**config.mk**
```make
export PLATFORM = sky130hd
export DESIGN_NAME = issue_top
export DESIGN_NICKNAME = d
export VERILOG_FILES = /design/src/source/issue_pkg.sv /design/src/source/writeback_if.sv /design/src/source/decode_if.sv /design/src/source/issue_top.sv /design/src/source/exec_pipe.sv /design/src/source/scoreboard.sv /design/src/source/instr_buffer.sv
export VERILOG_INCLUDE_DIRS = /design/src /design/src/source
export SDC_FILE = /design/constraint.sdc
export NUM_CORES = 2
export LEC_CHECK = 0
export BUFFER_PORTS_ARGS = -buffer_cell sky130_fd_sc_hd__buf_4
export CAP_MARGIN = 25
export CORE_MARGIN = 4
export CORE_UTILIZATION = 55
export DETAILED_ROUTE_END_ITERATION = 12
export PLACE_DENSITY = 0.76
export SETUP_SLACK_MARGIN = 0.3
export SYNTH_ARGS = -nofsm -noshare
export SYNTH_HDL_FRONTEND = slang
export SYNTH_SLANG_ARGS = --single-unit
export TNS_END_PERCENT = 5
```
**constraint.sdc**
```tcl
create_clock -name clk -period 14.5 [get_ports clk]
set_input_delay 0.725 -clock clk [delete_from_list [all_inputs] [get_ports clk]]
set_output_delay 0.725 -clock clk [all_outputs]
set_load 0.01 [all_outputs]
```
**src/source/issue_cfg.svh**
```systemverilog
`ifndef ISSUE_CFG_SVH
`define ISSUE_CFG_SVH

// core geometry
`define NUM_WARPS   4
`define NUM_REGS    32
`define NUM_THREADS 4

// entries in each per-warp instruction queue
`define IBUF_DEPTH  4

// cycles from issue to writeback valid for each unit
`define ALU_LATENCY 1
`define MUL_LATENCY 3

// the longest unit sets the depth of the execution pipeline
`define MAX_LATENCY `MUL_LATENCY

`endif
```
**src/source/issue_pkg.sv**
```systemverilog
`default_nettype none

`include "issue_cfg.svh"

package issue_pkg;

    // warp and register indices
    typedef logic [$clog2(`NUM_WARPS)-1:0] wid_t;
    typedef logic [$clog2(`NUM_REGS)-1:0]  reg_idx_t;

    // one bit per thread of a warp
    typedef logic [`NUM_THREADS-1:0] tmask_t;

    // one bit per architectural register
    typedef logic [`NUM_REGS-1:0] reg_mask_t;

    // branch and nop never write a register
    typedef enum logic [1:0] {
        op_nop    = 2'd0,
        op_alu    = 2'd1,
        op_mul    = 2'd2,
        op_branch = 2'd3
    } exu_op_e;

endpackage

`default_nettype wire

```
**src/source/writeback_if.sv**
```systemverilog
`timescale 1ns/10ps
`default_nettype none

interface writeback_if import issue_pkg::*; ();

    logic        valid;
    logic        ready;
    wid_t        wid;
    reg_idx_t    rd;
    tmask_t      tmask;
    logic [31:0] pc;

    modport source (
        output valid, wid, rd, tmask, pc,
        input  ready
    );

    // the scoreboard only watches completions
    modport sink (
        input valid, ready, wid, rd, tmask, pc
    );

endinterface

`default_nettype wire

```
**src/source/decode_if.sv**
```systemverilog
`timescale 1ns/10ps
`default_nettype none

interface decode_if import issue_pkg::*; ();

    logic        valid;
    logic        ready;
    wid_t        wid;
    tmask_t      tmask;
    exu_op_e     op;
    reg_idx_t    rd;
    logic [31:0] pc;
    logic        wb;         // instruction writes rd
    reg_mask_t   used_regs;  // every register the instruction names

    modport source (
        output valid, wid, tmask, op, rd, pc, wb, used_regs,
        input  ready
    );

    modport sink (
        input  valid, wid, tmask, op, rd, pc, wb, used_regs,
        output ready
    );

    modport monitor (
        input valid, ready, wid, tmask, op, rd, pc, wb, used_regs
    );

endinterface

`default_nettype wire

```
**src/source/issue_top.sv**
```systemverilog
`timescale 1ns/10ps
`default_nettype none

module issue_top import issue_pkg::*; (
    input  logic        clk,
    input  logic        reset,

    // decoded instructions in
    input  logic        in_valid,
    output logic        in_ready,
    input  wid_t        in_wid,
    input  tmask_t      in_tmask,
    input  exu_op_e     in_op,
    input  reg_idx_t    in_rd,
    input  reg_idx_t    in_rs1,
    input  reg_idx_t    in_rs2,
    input  logic [31:0] in_pc,

    // completed instructions out
    output logic        wb_valid,
    input  logic        wb_ready,
    output wid_t        wb_wid,
    output reg_idx_t    wb_rd,
    output tmask_t      wb_tmask,
    output logic [31:0] wb_pc
);
    wid_t deq_wid_next;
    logic exe_delay;

    decode_if    deq_if ();
    writeback_if wb_if ();

    instr_buffer i_instr_buffer (
        .clk          (clk),
        .reset        (reset),
        .in_valid     (in_valid),
        .in_ready     (in_ready),
        .in_wid       (in_wid),
        .in_tmask     (in_tmask),
        .in_op        (in_op),
        .in_rd        (in_rd),
        .in_rs1       (in_rs1),
        .in_rs2       (in_rs2),
        .in_pc        (in_pc),
        .deq          (deq_if.source),
        .deq_wid_next (deq_wid_next)
    );

    scoreboard i_scoreboard (
        .clk          (clk),
        .reset        (reset),
        .issue        (deq_if.sink),
        .wb           (wb_if.sink),
        .deq_wid_next (deq_wid_next),
        .exe_delay    (exe_delay)
    );

    exec_pipe i_exec_pipe (
        .clk       (clk),
        .reset     (reset),
        .issue     (deq_if.monitor),
        .wb        (wb_if.source),
        .exe_delay (exe_delay)
    );

    // back-pressure comes straight from the consumer of the writeback port
    assign wb_if.ready = wb_ready;

    assign wb_valid = wb_if.valid;
    assign wb_wid   = wb_if.wid;
    assign wb_rd    = wb_if.rd;
    assign wb_tmask = wb_if.tmask;
    assign wb_pc    = wb_if.pc;

endmodule

`default_nettype wire

```
**src/source/exec_pipe.sv**
```systemverilog
`timescale 1ns/10ps
`default_nettype none

`include "issue_cfg.svh"

module exec_pipe import issue_pkg::*; (
    input  logic        clk,
    input  logic        reset,

    decode_if.monitor   issue,
    writeback_if.source wb,
    output logic        exe_delay
);
    localparam int MAX = `MAX_LATENCY;
    localparam int SW  = $clog2(MAX);

    // position 0 starts the pipeline and MAX-1 feeds writeback
    logic [MAX-1:0] occ;
    logic [MAX-1:0] s_wb;
    wid_t           s_wid   [MAX];
    reg_idx_t       s_rd    [MAX];
    tmask_t         s_tmask [MAX];
    logic [31:0]    s_pc    [MAX];

    logic           frozen, conflict, fire;
    logic [SW-1:0]  entry;

    // an instruction of latency L starts L-1 shifts away from the last slot
    function automatic logic [SW-1:0] entry_slot(exu_op_e op);
        if (op == op_mul) begin
            return SW'(MAX - `MUL_LATENCY);
        end
        return SW'(MAX - `ALU_LATENCY);  // alu and branch share this slot
    endfunction

    assign entry  = entry_slot(issue.op);
    assign frozen = wb.valid && !wb.ready;
    assign fire   = issue.valid && issue.ready && (issue.op != op_nop);

    // the entry slot must not receive an older instruction moving up from below it
    always_comb begin
        conflict = 1'b0;
        if (issue.valid && issue.op != op_nop && entry != '0) begin
            conflict = occ[entry - 1'b1];
        end
    end

    assign exe_delay = frozen || conflict;

    always_ff @(posedge clk) begin
        if (reset) begin
            occ <= '0;
        end else if (!frozen) begin
            occ <= {occ[MAX-2:0], 1'b0};
            if (fire) begin
                occ[entry] <= 1'b1;
            end
        end
    end

    always_ff @(posedge clk) begin
        if (!frozen) begin
            for (int i = MAX - 1; i > 0; i--) begin
                s_wb[i]    <= s_wb[i-1];
                s_wid[i]   <= s_wid[i-1];
                s_rd[i]    <= s_rd[i-1];
                s_tmask[i] <= s_tmask[i-1];
                s_pc[i]    <= s_pc[i-1];
            end
            if (fire) begin
                s_wb[entry]    <= issue.wb;
                s_wid[entry]   <= issue.wid;
                s_rd[entry]    <= issue.rd;
                s_tmask[entry] <= issue.tmask;
                s_pc[entry]    <= issue.pc;
            end
        end
    end

    // a branch reaching the last slot just drops out without a writeback
    assign wb.valid = occ[MAX-1] && s_wb[MAX-1];
    assign wb.wid   = s_wid[MAX-1];
    assign wb.rd    = s_rd[MAX-1];
    assign wb.tmask = s_tmask[MAX-1];
    assign wb.pc    = s_pc[MAX-1];

endmodule

`default_nettype wire

```
**src/source/scoreboard.sv**
```systemverilog
`timescale 1ns/10ps
`default_nettype none

`include "issue_cfg.svh"

module scoreboard import issue_pkg::*; (
    input  logic      clk,
    input  logic      reset,

    decode_if.sink    issue,
    writeback_if.sink wb,
    input  wid_t      deq_wid_next,
    input  logic      exe_delay
);
    localparam int NW = `NUM_WARPS;

    // writeback always carries the full mask, so one bit per register is enough
    reg_mask_t [NW-1:0] pending, pending_n;
    reg_mask_t          deq_pending;  // row of the warp the buffer presents this cycle
    reg_mask_t          hazard_regs;
    logic               hazard;
    logic               reserve_reg, release_reg;

    assign reserve_reg = issue.valid && issue.ready && issue.wb;
    assign release_reg = wb.valid && wb.ready;

    always_comb begin
        pending_n = pending;
        if (release_reg) begin
            pending_n[wb.wid][wb.rd] = 1'b0;
        end
        if (reserve_reg) begin
            pending_n[issue.wid][issue.rd] = 1'b1;
        end
    end

    always_ff @(posedge clk) begin
        if (reset) begin
            pending     <= '0;
            deq_pending <= '0;
        end else begin
            pending     <= pending_n;
            deq_pending <= pending_n[deq_wid_next];  // follows the buffer's registered selection
        end
    end

    // covers both read-after-write and write-after-write on the same warp
    assign hazard_regs = deq_pending & issue.used_regs;
    assign hazard      = |hazard_regs;

    assign issue.ready = !(hazard || exe_delay);

endmodule

`default_nettype wire

```
**src/source/instr_buffer.sv**
```systemverilog
`timescale 1ns/10ps
`default_nettype none

`include "issue_cfg.svh"

module instr_buffer import issue_pkg::*; (
    input  logic        clk,
    input  logic        reset,

    input  logic        in_valid,
    output logic        in_ready,
    input  wid_t        in_wid,
    input  tmask_t      in_tmask,
    input  exu_op_e     in_op,
    input  reg_idx_t    in_rd,
    input  reg_idx_t    in_rs1,
    input  reg_idx_t    in_rs2,
    input  logic [31:0] in_pc,

    decode_if.source    deq,
    output wid_t        deq_wid_next
);
    localparam int NW    = `NUM_WARPS;
    localparam int DEPTH = `IBUF_DEPTH;
    localparam int PW    = $clog2(DEPTH);
    localparam int CW    = $clog2(DEPTH + 1);

    tmask_t      q_tmask [NW][DEPTH];
    exu_op_e     q_op    [NW][DEPTH];
    reg_idx_t    q_rd    [NW][DEPTH];
    logic [31:0] q_pc    [NW][DEPTH];
    logic        q_wb    [NW][DEPTH];
    reg_mask_t   q_used  [NW][DEPTH];

    logic [NW-1:0][PW-1:0] wr_ptr, rd_ptr;
    logic [NW-1:0][CW-1:0] count, count_n;
    wid_t                  deq_wid;
    logic [PW-1:0]         head;
    logic                  push, pop, in_wb;
    reg_mask_t             in_used;

    function automatic logic [PW-1:0] ptr_inc(logic [PW-1:0] ptr);
        return (ptr == PW'(DEPTH - 1)) ? '0 : ptr + 1'b1;
    endfunction

    assign in_ready = (count[in_wid] != CW'(DEPTH));  // only the addressed warp can be full
    assign push     = in_valid && in_ready;
    assign pop      = deq.valid && deq.ready;

    // decode register use once here so later stages never look at indices
    assign in_wb = (in_op == op_alu) || (in_op == op_mul);

    always_comb begin
        in_used = '0;
        in_used[in_rs1] = 1'b1;
        in_used[in_rs2] = 1'b1;
        if (in_wb) begin
            in_used[in_rd] = 1'b1;
        end
    end

    always_comb begin
        for (int w = 0; w < NW; w++) begin
            count_n[w] = count[w];
            if (push && in_wid == wid_t'(w)) count_n[w] = count_n[w] + 1'b1;
            if (pop && deq_wid == wid_t'(w)) count_n[w] = count_n[w] - 1'b1;
        end
    end

    // scan the other warps in round-robin order and consider the current warp last
    always_comb begin
        wid_t cand;
        deq_wid_next = deq_wid;
        for (int i = NW; i >= 1; i--) begin
            cand = wid_t'(deq_wid + wid_t'(i));
            if (count_n[cand] != '0) deq_wid_next = cand;
        end
    end

    always_ff @(posedge clk) begin
        if (reset) begin
            deq_wid <= '0;
            wr_ptr  <= '0;
            rd_ptr  <= '0;
            count   <= '0;
        end else begin
            deq_wid <= deq_wid_next;
            count   <= count_n;
            if (push) wr_ptr[in_wid] <= ptr_inc(wr_ptr[in_wid]);
            if (pop) rd_ptr[deq_wid] <= ptr_inc(rd_ptr[deq_wid]);
        end
    end

    always_ff @(posedge clk) begin
        if (push) begin
            q_tmask[in_wid][wr_ptr[in_wid]] <= in_tmask;
            q_op[in_wid][wr_ptr[in_wid]]    <= in_op;
            q_rd[in_wid][wr_ptr[in_wid]]    <= in_rd;
            q_pc[in_wid][wr_ptr[in_wid]]    <= in_pc;
            q_wb[in_wid][wr_ptr[in_wid]]    <= in_wb;
            q_used[in_wid][wr_ptr[in_wid]]  <= in_used;
        end
    end

    assign head = rd_ptr[deq_wid];

    assign deq.valid     = (count[deq_wid] != '0);
    assign deq.wid       = deq_wid;
    assign deq.tmask     = q_tmask[deq_wid][head];
    assign deq.op        = q_op[deq_wid][head];
    assign deq.rd        = q_rd[deq_wid][head];
    assign deq.pc        = q_pc[deq_wid][head];
    assign deq.wb        = q_wb[deq_wid][head];
    assign deq.used_regs = q_used[deq_wid][head];

endmodule

`default_nettype wire

```
# Word level (Yosys, flattened, before mapping)
# Memory sizes are Yosys's and may differ from the RTL's. A register that Yosys moved wholly into a read port is not among the register bits.
# Cells that the tools add are included.
[classes]
n_lt_le_gt_ge = 26
eq_ne = 12
n_bitwise = 10
addsub = 14
n_mux = 107
reduce_logical = 42
[op_table]
columns = ["cell", "count"]
rows = [
  ["two-way mux 128 bit", 3],
  ["two-way mux 32 bit", 9],
  ["binary-select mux 32 bit (select 2 bit)", 3],
  ["demux 32 bit (select 2 bit)", 3],
  ["bitwise AND 128 bit", 1],
  ["NOT 128 bit", 1],
  ["OR 128 bit", 1],
  ["OR 32 bit", 2],
  ["two-way mux 3 bit", 15],
  ["two-way mux 2 bit", 20],
  ["bitwise AND 32 bit", 1],
  ["OR reduction 32 bit", 1],
  ["binary-select mux 3 bit (select 2 bit)", 5],
  ["less-than comparator 5 x 6 -> 1 bit (second input constant)", 5],
  ["logical AND 1 bit", 27],
  ["less-than comparator 2 x 3 -> 1 bit (second input constant)", 9],
  ["demux 1 bit (select 5 bit)", 5],
  ["greater-or-equal comparator 5 x 1 -> 1 bit (second input constant)", 5],
  ["two-way mux 20 bit", 1],
  ["two-way mux 1 bit", 17],
  ["bitwise mux 8 bit", 2],
  ["equality test 2 bit (second input constant)", 8],
  ["two-way mux 16 bit", 1],
  ["two-way mux 4 bit", 4],
  ["other kinds (30)", 62],
]
[totals]
ram_bits = 1345
elab_cells = 242
register_bits = 196
in_bits = 59
n_memories = 10
output_inout_bits = 45
[mem_list]
columns = ["name", "depth", "word_bits", "read_ports", "rd_clocked_by_memory_dff", "wr", "line_no", "rtl"]
rows = [
  ["i_instr_buffer.q_pc", 4, 128, 1, 1, 1, "instr_buffer.sv:31", "logic [31:0] q_pc [NW][DEPTH];"],
  ["i_instr_buffer.q_used", 4, 128, 1, 1, 1, "instr_buffer.sv:33", "reg_mask_t q_used [NW][DEPTH];"],
  ["i_exec_pipe.s_pc", 3, 32, 3, 0, 3, "exec_pipe.sv:23", "logic [31:0] s_pc [MAX];"],
  ["i_instr_buffer.q_rd", 4, 20, 1, 1, 1, "instr_buffer.sv:30", "reg_idx_t q_rd [NW][DEPTH];"],
  ["i_instr_buffer.q_tmask", 4, 16, 1, 1, 1, "instr_buffer.sv:28", "tmask_t q_tmask [NW][DEPTH];"],
  ["i_instr_buffer.q_op", 4, 8, 1, 1, 1, "instr_buffer.sv:29", "exu_op_e q_op [NW][DEPTH];"],
  ["+4 memories", "--", "--", "--", "--", "--", "--", ""],
]

# Depth between registers and ports, before layout
[depth]
word_depth = 27
ltp_mapped = 22
ltp_nobuf = 15

# Cells and area by module
# From an unflattened synthesis, not the netlist that was laid out.
[hier_totals]
hier_cells = 3532
area_unflattened_um2 = 61176.2
[by_module_without_submodules]
columns = ["module", "n_inst", "area_each_um2", "cells_each"]
rows = [
  ["instr_buffer", 1, 48880.6, 2395],
  ["scoreboard", 1, 7410.9, 937],
  ["exec_pipe", 1, 4884.7, 200],
]

# Least setup slack after synthesis
# Ideal clock, no wire load.
[synth_path]
path_type = "register to register"
startpoint = "reg i_instr_buffer.deq_wid[0] (netlist: i_instr_buffer.deq.wid[0])"
endpoint = "mem i_exec_pipe.s_pc[0][0] (enable)"
path_slack_ns = 5.729
arrival_time_ns = 8.197
n_path_buf = 9
stages_incl_launch_ff = 15
path_cell_list = "dfxtp_1 > buf_6 > buf_6 > buf_6 > buf_2 > buf_2 > buf_2 > clkbuf_1 > clkbuf_1 > buf_1 > mux4_2 > nand2_1 > nand3_1 > o21ai_0 > nor4b_1"
[synth_rtl]
columns = ["item", "line_no", "rtl"]
rows = [
  ["start, declared", "instr_buffer.sv:37", "wid_t deq_wid;"],
  ["start signal, assigned", "instr_buffer.sv:87", "deq_wid <= deq_wid_next;"],
  ["end, declared", "exec_pipe.sv:23", ""],
]

# Worst setup path in the final report
[layout_path]
startpoint = "reg i_instr_buffer.deq_wid[0] (netlist: i_instr_buffer.deq.wid[0])"
endpoint = "reg i_scoreboard.deq_pending[21]"
[layout_via]
elab_chain_len = 27
elab_cells_between_ends = 77
classes_between = "add/sub: 4; order compare: 4; eq/ne: 4; mux: 41; bitwise: 3; reduce/logical: 21"
[layout_lines]
columns = ["item", "line_no", "rtl"]
rows = [
  ["binary-select mux 2 bit (select 2 bit)", "instr_buffer.sv:105", "assign head = rd_ptr[deq_wid];"],
  ["two-way mux 2 bit (not written as such)", "instr_buffer.sv:105", ""],
  ["NOT 2 -> 3 bit (not written as such)", "--", ""],
  ["binary-select mux 2 bit (select 2 bit)", "instr_buffer.sv:110", "assign deq.op = q_op[deq_wid][head];"],
  ["two-way mux 2 bit (not written as such) (2 in series)", "instr_buffer.sv:110", ""],
  ["equality test 2 bit", "exec_pipe.sv:30", "if (op == op_mul) begin"],
  ["two-way mux 1 bit", "exec_pipe.sv:30", ""],
  ["two-way mux 2 bit", "exec_pipe.sv:33", "return SW'(MAX - `ALU_LATENCY);"],
  ["[... 8 more ...]", "--", ""],
  ["logical AND 1 bit", "instr_buffer.sv:66", "if (pop && deq_wid == wid_t'(w)) count_n[w] = count_n[w] - 1'b1;"],
  ["two-way mux 3 bit", "instr_buffer.sv:66", ""],
  ["binary-select mux 3 bit (select 2 bit)", "instr_buffer.sv:76", "if (count_n[cand] != '0) deq_wid_next = cand;"],
  ["two-way mux 3 bit (not written as such)", "instr_buffer.sv:76", ""],
  ["nonzero test 3 bit", "instr_buffer.sv:76", ""],
  ["two-way mux 2 bit (3 in series)", "instr_buffer.sv:76", ""],
  ["binary-select mux 32 bit (select 2 bit) *", "scoreboard.sv:43", "deq_pending <= pending_n[deq_wid_next];"],
  ["two-way mux 32 bit (not written as such) *", "scoreboard.sv:43", ""],
  ["end signal, assigned", "scoreboard.sv:43", ""],
  ["end, declared", "scoreboard.sv:19", "reg_mask_t deq_pending;"],
]
# Mark *: on every way between the ends. The rest lies on a longest branch, timed or not. The select of a mux whose other input is x is not followed.
# A chain may end at the register's enable or synchronous reset.

==> run summary <==
## Run status
* **outcome** completed

## Global routing
* **grt total ovfl** 0
* **antenna violations before repair** 6
* **Global Route Usage Sum** 25.7%
* **pin count of the biggest net entering global routing** 135
* **number of global-route vias before repair** 33300
* **wire length of the first global-routing pass** 221 mm

## Synthesis
* **syn_area_per_cell** 17.8 sq um
* **number of enable flip-flop cells after synthesis** 1348
* **async set-reset flop share out of synthesis** 0%
* **warnings from Yosys** 0
* **post-synth net total** 3490
* **Synth Instances** 3415
* **synthesis-stage register bit count** 1541
* **register area share after synthesis** 73.0%
* **combined area of all synthesized cells** 60700 sq um
* **most used flip-flop cell after synthesis** sky130_fd_sc_hd__edfxtp_1
* **area leader, netlist** sky130_fd_sc_hd__edfxtp_1
* **top post-synthesis cells by count** sky130_fd_sc_hd__edfxtp_1, sky130_fd_sc_hd__nand2_1, sky130_fd_sc_hd__mux4_2, sky130_fd_sc_hd__dfxtp_1, sky130_fd_sc_hd__mux2i_1
* **number of distinct library cells after synthesis** 60
* **cell types occupying the most area after synthesis** sky130_fd_sc_hd__edfxtp_1, sky130_fd_sc_hd__mux4_2, sky130_fd_sc_hd__dfxtp_1
* **proportion of netlist area held by the largest area contributor** 66.7%
* **most common cell in the netlist** sky130_fd_sc_hd__edfxtp_1

## Placed design
* **total of buffers placed on input and output ports** 103
* **global placement routability congestion** 0.875
* **DP HPWL** 77.8 mm

## Setup path
* **sort of element at the start of the critical path** flop
* **critical setup path kind** reg2reg
* **endpoint type of the worst setup path** flop
* **worst r2r path cells** 15
* **Max Fanout on Critical Path** 52
* **Crit path required time** 15130 ps
* **worst path arrival time** 8730 ps

## Route
* **routed vias/inst** 6.46
* **number of remaining DRC errors** 0
* **routed wire length** 148 mm
* **number of DRC markers in iteration 0** 4590
* **iteration count of the initial detailed-routing pass** 7
* **total number of vias** 33400
* **Wirelength per Cell** 28.6 microns
* **remaining number of nets flagged by the antenna check after routing** 0

## CTS
* **H-tree level count** 4
* **clock net sink count** 1541
* **CTS tree** done
* **CTS Buf Count** 150
* **clock root buffer** sky130_fd_sc_hd__clkbuf_16
* **number of gates resized after CTS** 0
* **clock input transition at the sequential cells of the worst setup and hold paths** 60 ps
* **hold_buf cts** 0
* **setup fix buffers added after clock tree synthesis** 0
* **clock latency reported for the late side of the worst-skew pair** 770 ps
* **Clock Tree Buf Depth** 3

## Layout
* **relative area change from synthesis to final layout** 11.9%
* **total number of nets in the final design** 3645
* **FILL cells** 7368
* **share of post-route cells with drive strength above 1** 21.6%

## Floorplan
* **Top Ports** 104
* **Die ar.** 116000 sq um
* **effective utilization at floorplan** 55.6%
* **die height** 340 microns
* **Core Rows** 121
* **Horiz. Die Dim** 340 microns
* **area of the core region** 109000 sq um

## Flow run
* **maximum capacitance violations** 0

## STA
* **Clock Skew** 29.8 ps
* **Final period util** 55.9%
* **count of final hold-check violations** 0
* **final total negative setup slack** 0 ps
* **fin. max-slew vios** 0
* **clock period minus final worst setup slack** 8100 ps
* **RSZ-0062 raised after global routing** false
* **pin slew with the least headroom to its limit** 1110 ps
* **f_max** 123 MHz
* **Setup violations, final** 0
* **relative slew slack** 25.5%

## Hold path
* **type of the most critical hold path** in2reg
* **hold path cells** 1

## Power and ir drop
* **Final Power** 11.8 mW
* **maximum VDD drop** 0.000192 V
* **power density over cell area** 173 nW/um^2
* **static leakage** 21.6 nW

==> cells by family after synthesis <==
logic type                 synth area share (%)
muxes                                      15.5
and+or+nand+nor                            4.85
buffers and inverters                      1.46
AOI/OAI and AO/OA                          4.43
adders and majority gates                 0.330
xor gates and xnor gates                  0.361
DFF                                        73.0
==> sequential cells by signal (all words and copies together) (netlist names), 12 cells and up <==
name / count
i_instr_buffer.q_pc: 512
i_instr_buffer.q_used: 512
i_scoreboard.pending: 128
i_exec_pipe.s_pc: 96
i_instr_buffer.q_rd: 80
i_instr_buffer.q_tmask: 64
i_instr_buffer.q_op: 32
i_scoreboard.deq_pending: 32
i_instr_buffer.q_wb: 16
i_exec_pipe.s_rd: 15
i_exec_pipe.s_tmask: 12
i_instr_buffer.count: 12
==> path summary, 6_finish.rpt <==
| kind | from | endpoint | slack (ps) |
|---|---|---|---|
| worst max-delay path | i_instr_buffer.deq.wid[0]$_SDFF_PP0_ | i_scoreboard.deq_pending[21]$_SDFF_PP0_ | 6400 |
| worst min-delay path | in_pc[28] | i_instr_buffer.q_pc[2][92]$_DFFE_PP_ | 260 |
| worst max register to register | i_instr_buffer.deq.wid[0]$_SDFF_PP0_ | i_scoreboard.deq_pending[21]$_SDFF_PP0_ | 6400 |
| worst min register to register | i_exec_pipe.s_rd[0][1]$_DFFE_PP_ | i_exec_pipe.s_rd[1][1]$_DFFE_PN_ | 410 |
==> metal layers <==
metal / global-route usage [%] / wire length (microns)
met1: 37.6 / 58900
met4: 6.90 / 3410
met2: 40.7 / 71000
met3: 4.52 / 14700
met5: 0 / 13
==> cell type report <==
class,count,area [sq um],area share (%)
Clock buffer,210,4080,6.00
Antenna cell,2,5.00,0.00737
Inverter,17,63.8,0.0939
Clock inverter,60,566,0.832
Tap cell,1476,1850,2.72
Multi-Input combinational cell,1668,15600,22.9
Sequential cell,1541,44400,65.3
Timing Repair Buffer,192,1460,2.15
==> cells in the final DEF, fill, tap and decap left out, types with 6 or more instances in the layout <==
cell / count
sky130_fd_sc_hd__a22oi_1: 12
sky130_fd_sc_hd__inv_6: 7
sky130_fd_sc_hd__xnor2_1: 16
sky130_fd_sc_hd__or3_1: 9
sky130_fd_sc_hd__clkinv_2: 11
sky130_fd_sc_hd__and2_4: 16
sky130_fd_sc_hd__and2_1: 44
sky130_fd_sc_hd__nand3_1: 16
sky130_fd_sc_hd__mux2i_1: 158
sky130_fd_sc_hd__dfxtp_1: 191
sky130_fd_sc_hd__clkbuf_8: 9
sky130_fd_sc_hd__nor3b_1: 10
sky130_fd_sc_hd__clkbuf_1: 51
sky130_fd_sc_hd__a21oi_1: 137
sky130_fd_sc_hd__a32oi_1: 7
sky130_fd_sc_hd__o22ai_1: 25
sky130_fd_sc_hd__bufinv_16: 6
sky130_fd_sc_hd__a211oi_1: 49
sky130_fd_sc_hd__nor4_1: 15
sky130_fd_sc_hd__nor2_1: 97
sky130_fd_sc_hd__ha_1: 16
sky130_fd_sc_hd__nand2b_1: 22
sky130_fd_sc_hd__buf_4: 190
sky130_fd_sc_hd__nor3_1: 13
sky130_fd_sc_hd__clkinv_1: 27
sky130_fd_sc_hd__edfxtp_1: 1348
sky130_fd_sc_hd__mux2_2: 48
sky130_fd_sc_hd__xor2_1: 9
sky130_fd_sc_hd__inv_1: 14
sky130_fd_sc_hd__a31oi_1: 40
sky130_fd_sc_hd__nor2b_1: 13
sky130_fd_sc_hd__clkbuf_16: 151
sky130_fd_sc_hd__mux4_2: 321
sky130_fd_sc_hd__o221ai_1: 12
sky130_fd_sc_hd__nand2_1: 342
sky130_fd_sc_hd__nand3b_1: 9
sky130_fd_sc_hd__and3_1: 7
sky130_fd_sc_hd__o21ai_0: 148
==> per-stage QoR <==
step / worst slack, ps / util (%) / cells / area, sq um / hold slack, ps
5_1_grt: 5840 / 62.2 / 5165 / 67900 / 238
4_1_cts: 6420 / 62.2 / 5157 / 67900 / 214
3_5_place_dp: 6480 / 57.9 / 4887 / 63200 / 406
2_1_floorplan: 5730 / - / 3415 / 60700 / 400
3_3_place_gp: 6490 / 57.9 / 4884 / 63200 / 401
6_report: 6400 / 62.3 / 5166 / 68000 / 255
==> power by group <==
part	leakage [nW]	total, mW	switching (mW)	internal [mW]
Combinational	5.23	2.81	1.62	1.19
Sequential	14.1	5.25	0.136	5.12
Clock	2.25	3.72	1.63	2.08
==> worst max-delay path, stage by stage (launching register included) <==
cell and delay, ps:
sky130_fd_sc_hd__dfxtp_4 920, sky130_fd_sc_hd__mux4_4 830, sky130_fd_sc_hd__buf_4 680, sky130_fd_sc_hd__buf_4 800, sky130_fd_sc_hd__mux2_2 410, sky130_fd_sc_hd__and3_1 190, sky130_fd_sc_hd__nor4_1 310, sky130_fd_sc_hd__nand4_1 420
sky130_fd_sc_hd__nor4_1 830, sky130_fd_sc_hd__mux2i_1 290, sky130_fd_sc_hd__nor4_1 80, sky130_fd_sc_hd__or3_1 330, sky130_fd_sc_hd__o211ai_1 220, sky130_fd_sc_hd__o21a_4 150, sky130_fd_sc_hd__buf_4 730, sky130_fd_sc_hd__mux4_2 610
Power figures use the tool's default switching activity.
